`src/hw/evict_cmd_pkg.sv`:
```
`default_nettype none

package evict_cmd_pkg;

   // width of the evict class code held in each command entry
   localparam int CLS_W = 3;

   // evict class codes
   localparam logic [CLS_W-1:0] CLS_NONE        = 3'd0;
   localparam logic [CLS_W-1:0] CLS_EVICTION    = 3'd1;
   localparam logic [CLS_W-1:0] CLS_RD_ONLY     = 3'd2;
   localparam logic [CLS_W-1:0] CLS_WR_THROUGH  = 3'd3;
   localparam logic [CLS_W-1:0] CLS_BYPASS_ONLY = 3'd4;

   // a full line eviction always moves this many beats
   localparam int LINE_BEATS = 4;

endpackage

`default_nettype wire

```
`src/hw/evict_err_pkg.sv`:
```
`default_nettype none

package evict_err_pkg;

   localparam int ERR_N = 6;

   // bit positions in err_flags
   localparam int ERR_LAST      = 0;
   localparam int ERR_BYTEEN    = 1;
   localparam int ERR_BYPASS    = 2;
   localparam int ERR_HOLD      = 3;
   localparam int ERR_UNDERFLOW = 4;
   localparam int ERR_OVERFLOW  = 5;

endpackage

`default_nettype wire

```
`src/hw/evict_beat_tracker.sv`:
```
`timescale 1ns/1ps
`default_nettype none

module evict_beat_tracker import evict_cmd_pkg::*, evict_err_pkg::*; #(
   parameter int DATA_W      = 64,
   parameter int BURST_LEN_W = 2
) (
   input  wire                    clk,
   input  wire                    reset_n,
   input  wire                    cache_evict_valid,
   input  wire                    ctrl_evict_ready,
   input  wire  [DATA_W-1:0]      cache_evict_data,
   input  wire  [DATA_W/8-1:0]    cache_evict_byteen,
   input  wire                    cache_evict_last,
   input  wire  [CLS_W-1:0]       head_cls,
   input  wire  [BURST_LEN_W-1:0] head_burst_len,
   input  wire                    empty,
   output logic                   pop,
   output logic                   bypass_beat,
   output logic                   err_last,
   output logic                   err_byteen,
   output logic                   err_hold,
   output logic                   err_underflow
);

   localparam int BEAT_W = (BURST_LEN_W > $clog2(LINE_BEATS)) ? BURST_LEN_W :
                           $clog2(LINE_BEATS);

   logic [BEAT_W-1:0]   beat_cnt_q;
   logic [BEAT_W-1:0]   last_idx;
   logic                xfer;
   logic                head_xfer;
   logic                final_beat;
   logic                full_byteen_cls;
   logic                stall_q;
   logic [DATA_W-1:0]   held_data;
   logic [DATA_W/8-1:0] held_byteen;
   logic                held_last;
   logic [ERR_N-1:0]    err_set;
   logic [ERR_N-1:0]    err_q;

   assign xfer      = cache_evict_valid & ctrl_evict_ready;
   assign head_xfer = xfer & ~empty;

   // evictions always move a whole line, the rest follow the burst length
   assign last_idx   = (head_cls == CLS_EVICTION) ? BEAT_W'(LINE_BEATS - 1) :
                       BEAT_W'(head_burst_len);
   assign final_beat = (beat_cnt_q == last_idx);

   assign full_byteen_cls = (head_cls == CLS_EVICTION) || (head_cls == CLS_RD_ONLY) ||
                            (head_cls == CLS_WR_THROUGH);

   // an early last also retires the entry so later commands stay aligned
   assign pop         = head_xfer & (final_beat | cache_evict_last);
   assign bypass_beat = head_xfer & (head_cls == CLS_BYPASS_ONLY);

   always_comb begin
      err_set = '0;
      err_set[ERR_LAST]      = head_xfer & (cache_evict_last != final_beat);
      err_set[ERR_BYTEEN]    = head_xfer & full_byteen_cls & ~(&cache_evict_byteen);
      err_set[ERR_UNDERFLOW] = xfer & empty;
      // stalled beat must come back unchanged
      err_set[ERR_HOLD]      = stall_q & (~cache_evict_valid |
                                          (cache_evict_data != held_data) |
                                          (cache_evict_byteen != held_byteen) |
                                          (cache_evict_last != held_last));
   end

   always_ff @(posedge clk) begin
      held_data   <= cache_evict_data;
      held_byteen <= cache_evict_byteen;
      held_last   <= cache_evict_last;
   end

   always_ff @(posedge clk or negedge reset_n) begin
      if (!reset_n) begin
         beat_cnt_q <= '0;
         stall_q    <= 1'b0;
         err_q      <= '0;
      end else begin
         if (pop) begin
            beat_cnt_q <= '0;
         end else if (head_xfer) begin
            beat_cnt_q <= beat_cnt_q + 1'b1;
         end
         stall_q <= cache_evict_valid & ~ctrl_evict_ready;
         err_q   <= err_q | err_set;
      end
   end

   assign err_last      = err_q[ERR_LAST];
   assign err_byteen    = err_q[ERR_BYTEEN];
   assign err_hold      = err_q[ERR_HOLD];
   assign err_underflow = err_q[ERR_UNDERFLOW];

endmodule

`default_nettype wire

```
`src/hw/evict_bypass_buffer.sv`:
```
`timescale 1ns/1ps
`default_nettype none

module evict_bypass_buffer import evict_err_pkg::*; #(
   parameter int DATA_W    = 64,
   parameter int BYP_DEPTH = 4
) (
   input  wire                 clk,
   input  wire                 reset_n,
   input  wire                 ctrl_wr_valid,
   input  wire                 cache_wr_ready,
   input  wire                 ctrl_wr_bypass,
   input  wire  [DATA_W-1:0]   ctrl_wr_data,
   input  wire  [DATA_W/8-1:0] ctrl_wr_byte_en,
   input  wire                 ctrl_wr_last,
   input  wire                 bypass_beat,
   input  wire  [DATA_W-1:0]   cache_evict_data,
   input  wire  [DATA_W/8-1:0] cache_evict_byteen,
   input  wire                 cache_evict_last,
   output logic                err_bypass
);

   localparam int WORD_W = DATA_W + DATA_W/8 + 1;
   localparam int PTR_W  = (BYP_DEPTH > 1) ? $clog2(BYP_DEPTH) : 1;
   localparam int CNT_W  = $clog2(BYP_DEPTH + 1);

   logic [WORD_W-1:0] mem [BYP_DEPTH];
   logic [PTR_W-1:0]  wr_ptr_q;
   logic [PTR_W-1:0]  rd_ptr_q;
   logic [CNT_W-1:0]  count_q;
   logic              push;
   logic              pop;
   logic              buf_empty;
   logic [ERR_N-1:0]  err_set;
   logic [ERR_N-1:0]  err_q;

   function automatic logic [PTR_W-1:0] next_ptr(input logic [PTR_W-1:0] ptr);
      return (ptr == PTR_W'(BYP_DEPTH - 1)) ? '0 : ptr + 1'b1;
   endfunction

   assign buf_empty = (count_q == '0);
   // beats that arrive while the buffer is full are dropped
   assign push = ctrl_wr_valid & cache_wr_ready & ctrl_wr_bypass & (count_q < BYP_DEPTH);
   assign pop  = bypass_beat & ~buf_empty;

   always_comb begin
      err_set = '0;
      err_set[ERR_BYPASS] = bypass_beat &
         (buf_empty | (mem[rd_ptr_q] != {cache_evict_data, cache_evict_byteen, cache_evict_last}));
   end

   always_ff @(posedge clk) begin
      if (push) begin
         mem[wr_ptr_q] <= {ctrl_wr_data, ctrl_wr_byte_en, ctrl_wr_last};
      end
   end

   always_ff @(posedge clk or negedge reset_n) begin
      if (!reset_n) begin
         wr_ptr_q <= '0;
         rd_ptr_q <= '0;
         count_q  <= '0;
         err_q    <= '0;
      end else begin
         if (push) begin
            wr_ptr_q <= next_ptr(wr_ptr_q);
         end
         if (pop) begin
            rd_ptr_q <= next_ptr(rd_ptr_q);
         end
         count_q <= count_q + CNT_W'(push) - CNT_W'(pop);
         err_q   <= err_q | err_set;
      end
   end

   assign err_bypass = err_q[ERR_BYPASS];

endmodule

`default_nettype wire

```
`src/hw/evict_cmd_decode.sv`:
```
`timescale 1ns/1ps
`default_nettype none

module evict_cmd_decode import evict_cmd_pkg::*; #(
   parameter int BURST_LEN_W = 2
) (
   input  wire                   cache_valid_p2,
   input  wire                   cache_evict_valid_p2,
   input  wire                   ctrl_op_read_data_p2,
   input  wire                   ctrl_op_write_data_p2,
   input  wire                   ctrl_op_port_sel_p2,
   input  wire                   ctrl_op_bypass_p2,
   input  wire                   ctrl_op_allocate_p2,
   input  wire [BURST_LEN_W-1:0] ctrl_op_burst_len_p2,
   input  wire                   cache_nack_p2,
   input  wire                   cache_nack_uce_p2,
   input  wire                   cache_nack_ce_p2,
   input  wire                   cache_nack_no_allocate_p2,
   output logic                  push_1,
   output logic [CLS_W-1:0]      entry_1_cls,
   output logic                  push_2,
   output logic [CLS_W-1:0]      entry_2_cls,
   output logic [BURST_LEN_W-1:0] entry_burst_len
);

   logic live;
   logic is_eviction;
   logic is_double;
   logic is_wr_through;
   logic is_byp_only;
   logic is_rd_only;

   // a nacked command never reaches the evict port
   assign live = cache_valid_p2 & ~cache_nack_p2 & ~cache_nack_uce_p2 & ~cache_nack_ce_p2 &
                 ~(cache_nack_no_allocate_p2 & ctrl_op_allocate_p2);

   assign is_eviction   = ctrl_op_read_data_p2 & cache_evict_valid_p2;
   // eviction plus bypass read data, two separate transfers
   assign is_double     = is_eviction & ~ctrl_op_write_data_p2 & ctrl_op_port_sel_p2 &
                          ctrl_op_bypass_p2;
   assign is_wr_through = ~ctrl_op_read_data_p2 & ctrl_op_write_data_p2 &
                          ctrl_op_port_sel_p2 & ctrl_op_bypass_p2;
   assign is_byp_only   = ~ctrl_op_read_data_p2 & ~ctrl_op_write_data_p2 &
                          ctrl_op_port_sel_p2 & ctrl_op_bypass_p2;
   assign is_rd_only    = ctrl_op_read_data_p2 & ~ctrl_op_write_data_p2 &
                          ctrl_op_port_sel_p2 & ~ctrl_op_bypass_p2 & ~cache_evict_valid_p2;

   always_comb begin
      entry_1_cls = CLS_NONE;
      if (is_eviction) begin
         entry_1_cls = CLS_EVICTION;
      end else if (is_wr_through) begin
         entry_1_cls = CLS_WR_THROUGH;
      end else if (is_byp_only) begin
         entry_1_cls = CLS_BYPASS_ONLY;
      end else if (is_rd_only) begin
         entry_1_cls = CLS_RD_ONLY;
      end
   end

   assign push_1          = live & (entry_1_cls != CLS_NONE);
   assign push_2          = live & is_double;
   assign entry_2_cls     = is_double ? CLS_BYPASS_ONLY : CLS_NONE;
   assign entry_burst_len = ctrl_op_burst_len_p2;

endmodule

`default_nettype wire

```
`src/hw/evict_cmd_queue.sv`:
```
`timescale 1ns/1ps
`default_nettype none

module evict_cmd_queue import evict_cmd_pkg::*, evict_err_pkg::*; #(
   parameter int BURST_LEN_W = 2,
   parameter int CMD_DEPTH   = 8
) (
   input  wire                    clk,
   input  wire                    reset_n,
   input  wire                    push_1,
   input  wire  [CLS_W-1:0]       entry_1_cls,
   input  wire                    push_2,
   input  wire  [CLS_W-1:0]       entry_2_cls,
   input  wire  [BURST_LEN_W-1:0] entry_burst_len,
   input  wire                    pop,
   output logic [CLS_W-1:0]       head_cls,
   output logic [BURST_LEN_W-1:0] head_burst_len,
   output logic                   empty,
   output logic                   err_overflow
);

   localparam int PTR_W = (CMD_DEPTH > 1) ? $clog2(CMD_DEPTH) : 1;
   localparam int CNT_W = $clog2(CMD_DEPTH + 1);

   logic [CLS_W-1:0]       cls_mem [CMD_DEPTH];
   logic [BURST_LEN_W-1:0] len_mem [CMD_DEPTH];
   logic [PTR_W-1:0]       wr_ptr_q;
   logic [PTR_W-1:0]       rd_ptr_q;
   logic [PTR_W-1:0]       wr_slot_2;
   logic [CNT_W-1:0]       count_q;
   logic                   accept_1;
   logic                   accept_2;
   logic                   pop_ok;
   logic [ERR_N-1:0]       err_set;
   logic [ERR_N-1:0]       err_q;

   function automatic logic [PTR_W-1:0] next_ptr(input logic [PTR_W-1:0] ptr);
      return (ptr == PTR_W'(CMD_DEPTH - 1)) ? '0 : ptr + 1'b1;
   endfunction

   // second entry only gets the slot left after the first one
   assign accept_1  = push_1 & (count_q < CMD_DEPTH);
   assign accept_2  = push_2 & ((count_q + CNT_W'(accept_1)) < CMD_DEPTH);
   assign wr_slot_2 = accept_1 ? next_ptr(wr_ptr_q) : wr_ptr_q;
   assign pop_ok    = pop & ~empty;

   always_comb begin
      err_set = '0;
      err_set[ERR_OVERFLOW] = (push_1 & ~accept_1) | (push_2 & ~accept_2);
   end

   always_ff @(posedge clk) begin
      if (accept_1) begin
         cls_mem[wr_ptr_q] <= entry_1_cls;
         len_mem[wr_ptr_q] <= entry_burst_len;
      end
      if (accept_2) begin
         cls_mem[wr_slot_2] <= entry_2_cls;
         len_mem[wr_slot_2] <= entry_burst_len;
      end
   end

   always_ff @(posedge clk or negedge reset_n) begin
      if (!reset_n) begin
         wr_ptr_q <= '0;
         rd_ptr_q <= '0;
         count_q  <= '0;
         err_q    <= '0;
      end else begin
         if (accept_2) begin
            wr_ptr_q <= next_ptr(wr_slot_2);
         end else if (accept_1) begin
            wr_ptr_q <= next_ptr(wr_ptr_q);
         end
         if (pop_ok) begin
            rd_ptr_q <= next_ptr(rd_ptr_q);
         end
         count_q <= count_q + CNT_W'(accept_1) + CNT_W'(accept_2) - CNT_W'(pop_ok);
         err_q   <= err_q | err_set;
      end
   end

   assign head_cls       = cls_mem[rd_ptr_q];
   assign head_burst_len = len_mem[rd_ptr_q];
   assign empty          = (count_q == '0);
   assign err_overflow   = err_q[ERR_OVERFLOW];

endmodule

`default_nettype wire

```
`src/hw/evict_mon_top.sv`:
```
`timescale 1ns/1ps
`default_nettype none

module evict_mon_top import evict_cmd_pkg::*, evict_err_pkg::*; #(
   parameter int DATA_W      = 64,
   parameter int BURST_LEN_W = 2,
   parameter int CMD_DEPTH   = 8,
   parameter int BYP_DEPTH   = 4
) (
   input  wire                   clk,
   input  wire                   reset_n,
   input  wire                   cache_valid_p2,
   input  wire                   cache_evict_valid_p2,
   input  wire                   ctrl_op_read_data_p2,
   input  wire                   ctrl_op_write_data_p2,
   input  wire                   ctrl_op_port_sel_p2,
   input  wire                   ctrl_op_bypass_p2,
   input  wire                   ctrl_op_allocate_p2,
   input  wire [BURST_LEN_W-1:0] ctrl_op_burst_len_p2,
   input  wire                   cache_nack_p2,
   input  wire                   cache_nack_uce_p2,
   input  wire                   cache_nack_ce_p2,
   input  wire                   cache_nack_no_allocate_p2,
   input  wire                   ctrl_wr_valid,
   input  wire                   cache_wr_ready,
   input  wire [DATA_W-1:0]      ctrl_wr_data,
   input  wire [DATA_W/8-1:0]    ctrl_wr_byte_en,
   input  wire                   ctrl_wr_last,
   input  wire                   ctrl_wr_bypass,
   input  wire                   cache_evict_valid,
   input  wire                   ctrl_evict_ready,
   input  wire [DATA_W-1:0]      cache_evict_data,
   input  wire [DATA_W/8-1:0]    cache_evict_byteen,
   input  wire                   cache_evict_last,
   output logic [ERR_N-1:0]      err_flags
);

   logic                   push_1;
   logic                   push_2;
   logic [CLS_W-1:0]       entry_1_cls;
   logic [CLS_W-1:0]       entry_2_cls;
   logic [BURST_LEN_W-1:0] entry_burst_len;
   logic [CLS_W-1:0]       head_cls;
   logic [BURST_LEN_W-1:0] head_burst_len;
   logic                   empty;
   logic                   pop;
   logic                   bypass_beat;
   logic                   err_last;
   logic                   err_byteen;
   logic                   err_bypass;
   logic                   err_hold;
   logic                   err_underflow;
   logic                   err_overflow;

   evict_cmd_decode #(.BURST_LEN_W(BURST_LEN_W)) u_decode (.*);

   evict_cmd_queue #(
      .BURST_LEN_W(BURST_LEN_W),
      .CMD_DEPTH  (CMD_DEPTH)
   ) u_queue (.*);

   evict_beat_tracker #(
      .DATA_W     (DATA_W),
      .BURST_LEN_W(BURST_LEN_W)
   ) u_tracker (.*);

   evict_bypass_buffer #(
      .DATA_W   (DATA_W),
      .BYP_DEPTH(BYP_DEPTH)
   ) u_bypass (.*);

   // each block owns its own flag bits
   always_comb begin
      err_flags = '0;
      err_flags[ERR_LAST]      = err_last;
      err_flags[ERR_BYTEEN]    = err_byteen;
      err_flags[ERR_BYPASS]    = err_bypass;
      err_flags[ERR_HOLD]      = err_hold;
      err_flags[ERR_UNDERFLOW] = err_underflow;
      err_flags[ERR_OVERFLOW]  = err_overflow;
   end

endmodule

`default_nettype wire
```
`config.mk`:
```
export PLATFORM = sky130hd
export DESIGN_NAME = evict_mon_top
export DESIGN_NICKNAME = d
export VERILOG_FILES = /design/src/hw/evict_cmd_pkg.sv /design/src/hw/evict_err_pkg.sv /design/src/hw/evict_beat_tracker.sv /design/src/hw/evict_bypass_buffer.sv /design/src/hw/evict_cmd_decode.sv /design/src/hw/evict_cmd_queue.sv /design/src/hw/evict_mon_top.sv
export SDC_FILE = /design/constraint.sdc
export NUM_CORES = 1
export LEC_CHECK = 0
export ABC_AREA = 1
export BUFFER_PORTS_ARGS = -buffer_cell sky130_fd_sc_hd__buf_2
export CORE_ASPECT_RATIO = 0.6
export CORE_MARGIN = 10
export CORE_UTILIZATION = 35
export DETAILED_ROUTE_END_ITERATION = 8
export PLACE_DENSITY = 0.64
export SLEW_MARGIN = 20
export SYNTH_ARGS = -nofsm -noshare
export SYNTH_HDL_FRONTEND = slang
export SYNTH_HIERARCHICAL = 1
export SYNTH_SLANG_ARGS = --single-unit
```
`constraint.sdc`:
```
create_clock -name clk -period 9.1 [get_ports clk]
set_clock_uncertainty 0.15 [all_clocks]
set_input_delay 1.82 -clock clk [delete_from_list [all_inputs] [get_ports clk]]
set_output_delay 1.82 -clock clk [all_outputs]
set_load 0.1 [all_outputs]
```
==> metrics.txt <==
worst rel slew slack 33.8%; synthesized instance count 1992; yosys warns 6; sequential fraction of the synthesis area 63.1%; dpl hpwl ~40000 um; Via-to-Cell Ratio about 4.8; Final #Nets 2334; Mapped Area 19100 um2; MaxCap Viol Count 0; Worst path most repeated cell inv_1; PwrDens 274 nW/um2; Flop pwr share 38.8%; Critical Path, Cell by Cell inv_1 -> o21ai_0 -> o21ai_0 -> nand2_1 -> nand2_1 -> nor2_1 -> a21oi_1 -> xor2_1 -> nand3_1 -> ha_1 -> nor2_2 -> inv_1 -> nor2_1 -> ha_1 -> inv_1 -> fa_1 -> inv_1 -> fa_1 -> xnor2_1; commonest non-fill, non-tap cell in the layout nand2_1; CTS Buf Count 43; Hold-fix buffers, CTS 0; final non-filler cell total slightly below 3000; GRT Total Usage 16.4%; routed length per placed instance 18.8 um; critical path's slowest cell dfrtp_1; outcome finished clean; core area roughly 54000 um2; multi-input logic area 6120 um2; Worst-Margin Slew 991 ps; placed insts 2814; #FFs+latches synth 431; Final Cycle Share 52.2%; routability congestion estimate a little under 0.9; clock power share 29.8%; vias in the first global route 13000; CTS root buf clkbuf_16; Final Hold Viols 0; setup TNS 0 ps; switching share of power between 30% and 40%; max incr delay on CP 760 ps; Mapped Avg Cell Area 9.61 um2; Max Slew Vio Count 0; Req. time, crit path 9400 ps; first-pass iteration count of the detailed router 7; Fmax 211 MHz; Starting Density 35.3%; PortBufs 171; layout cells sized above 1 approximately 14%; most frequent cells in the layout nand2_1, edfxtp_1, nand3_1; ys async rst share 6.03%; Comb pwr share between 30% and 40%; postcts setup bufs 0; startpoint types register; Clock transition at path regs 60 ps; Unique masters post-synth 36; largest delay contributor family on the critical path adder cells; DR vias 14100; crit end category register; Die Y about 200 um; pin count of the biggest net entering global routing 77; Synth Flop Type edfxtp_1; drt total wl 54800 um; CTS tree yes; P_int 3.82 mW; io pins 172; clk sinks around 430; setup violators final 0; Net Sw Power 2.22 mW; CP Buf/Inv Count 4; post-CTS sizing 0; antenna-violating nets left 0; RSZ-0062 raised after global routing false; fillers 5181; fin crit period 4750 ps; Congestion Overflow GR 0; H-tree levels 2; Core Rows 66; synth-to-layout area growth 15.4%; # DRC 0; FF/Latch Area 12100 um2; die span in x roughly 320 um; Post-synth EDFFs between 300 and 400; crit path max fanout 23; WS Path Type register to register; First DRT Iteration DRCs 1373; initial antenna violation count 35; WP data arrival 5040 ps; Max Buffers Root-to-Sink 3; die area 64800 um2; Worst-Skew Late Latency between 500 and 600 ps; Pleak 9.33 nW; first-pass GRT wire length between 80000 and 90000 um; min-delay worst type register to register; Max IR drop VDD 0.135 mV
-- cells in the mapped netlist, drive strengths merged (2+ instances only) --
cell	instances	area share, %
a21oi	9	0.24
buf	64	1.9
clkbuf	11	0.22
dfrtp	26	3.4
dfxtp	73	7.6
edfxtp	332	52
fa	3	0.31
ha	20	1.3
inv	152	3.0
nand2	768	15
nand3	191	5.0
nand3b	46	1.8
nand4	8	0.26
nor2	168	3.7
nor3	2	0.052
o21ai	82	2.2
or2	5	0.16
xnor2	12	0.55
xor2	15	0.69
-- sequential cells by signal, indices dropped and copies added (netlist names) --
name and count:
u_tracker/held_last 1, u_queue/count_q 4, u_bypass/err_q 1, u_tracker/held_byteen 8
u_bypass/wr_ptr_q 2, u_bypass/count_q 3, u_queue/cls_mem 24, u_tracker/beat_cnt_q 2
u_tracker/held_data 64, u_queue/err_q 1, u_queue/rd_ptr_q 3, u_tracker/err_q 4
u_queue/len_mem 16, u_tracker/stall_q 1, u_queue/wr_ptr_q 3, u_bypass/rd_ptr_q 2
u_bypass/mem 292
-- worst register-to-register path: cells and delay by family (launching register included) --
family | cells | cell delay (ps)
fa+ha+maj | 4 | 1150
simple gates | 6 | 1080
flops | 1 | 760
buf+inv | 4 | 680
compound gates | 3 | 570
xor+xnor | 2 | 270
-- metrics by stage --
| stage | total power [mW] | hold slack [ps] | instance area (um2) | setup slack (ps) | utilization [%] |
|---|---|---|---|---|---|
| 2_1_floorplan | 3.71 | 268 | 19200 | 3240 | - |
| 3_3_place_gp | 4.22 | 281 | 20600 | 4160 | 38.1 |
| 3_5_place_dp | 4.26 | 286 | 20600 | 4110 | 38.1 |
| 4_1_cts | 6.07 | 297 | 22100 | 4550 | 40.7 |
| 5_1_grt | 6.42 | 323 | 22100 | 4020 | 40.7 |
| 6_report | 6.05 | 296 | 22100 | 4350 | 40.8 |
-- cell type report --
type	instances	area share, %
Clock buffer	53	5.28
Sequential cell	431	54.7
Antenna cell	21	0.238
Multi-Input combinational cell	1335	27.7
Inverter	152	2.60
Timing Repair Buffer	182	4.25
Clock inverter	26	1.22
Tap cell	714	4.04
-- logic make-up (layout without fill, tap and decap cells) --
group | Yosys count | in the layout | share of synthesized area, %
fa+ha+maj | 23 | 23 | 1.62
simple gates | 1189 | 1189 | 26.4
flops | 431 | 431 | 63.1
other cells | 1 | 23 | 0.0196
buf+inv | 227 | 413 | 5.11
compound gates | 94 | 94 | 2.56
xor+xnor | 27 | 27 | 1.23
-- power groups by stage --
stage / clock network (mW) / registers [mW] / logic (mW)
final: 1.80 / 2.35 / 1.90
after global routing: 1.93 / 2.36 / 2.13
after CTS: 1.84 / 2.34 / 1.88
after detailed placement: 0 / 2.39 / 1.87
after global placement: 0 / 2.38 / 1.83
after floorplan: 0 / 2.33 / 1.37
-- routing by layer --
layer | share of wire, % | vias up | GRT usage [%]
met2 | 42 | 530 | 23.7
met1 | 45 | 6597 | 23.6
met3 | 11 | 84 | 5.53
met5 | 0.29 | - | 0
met4 | 1.5 | 22 | 3.27
li1 | - | 6846 | -
-- worst paths after layout --
kind                                          start                    to  slack (ps)  cells past startpoint
worst max register to register  u_queue/rd_ptr_q[0]    u_queue/count_q[2]        4350                     19
min in group asynchronous                   reset_n    u_tracker/err_q[4]        1160                      1
worst min-delay path              u_tracker/stall_q    u_tracker/err_q[3]         300                      2
worst min register to register    u_tracker/stall_q    u_tracker/err_q[3]         300                      2
worst max-delay path            u_queue/rd_ptr_q[0]    u_queue/count_q[2]        4350                     19
max in group asynchronous                   reset_n  u_bypass/rd_ptr_q[0]        7120                      1
Note: power is estimated with default switching activity, not from simulation.
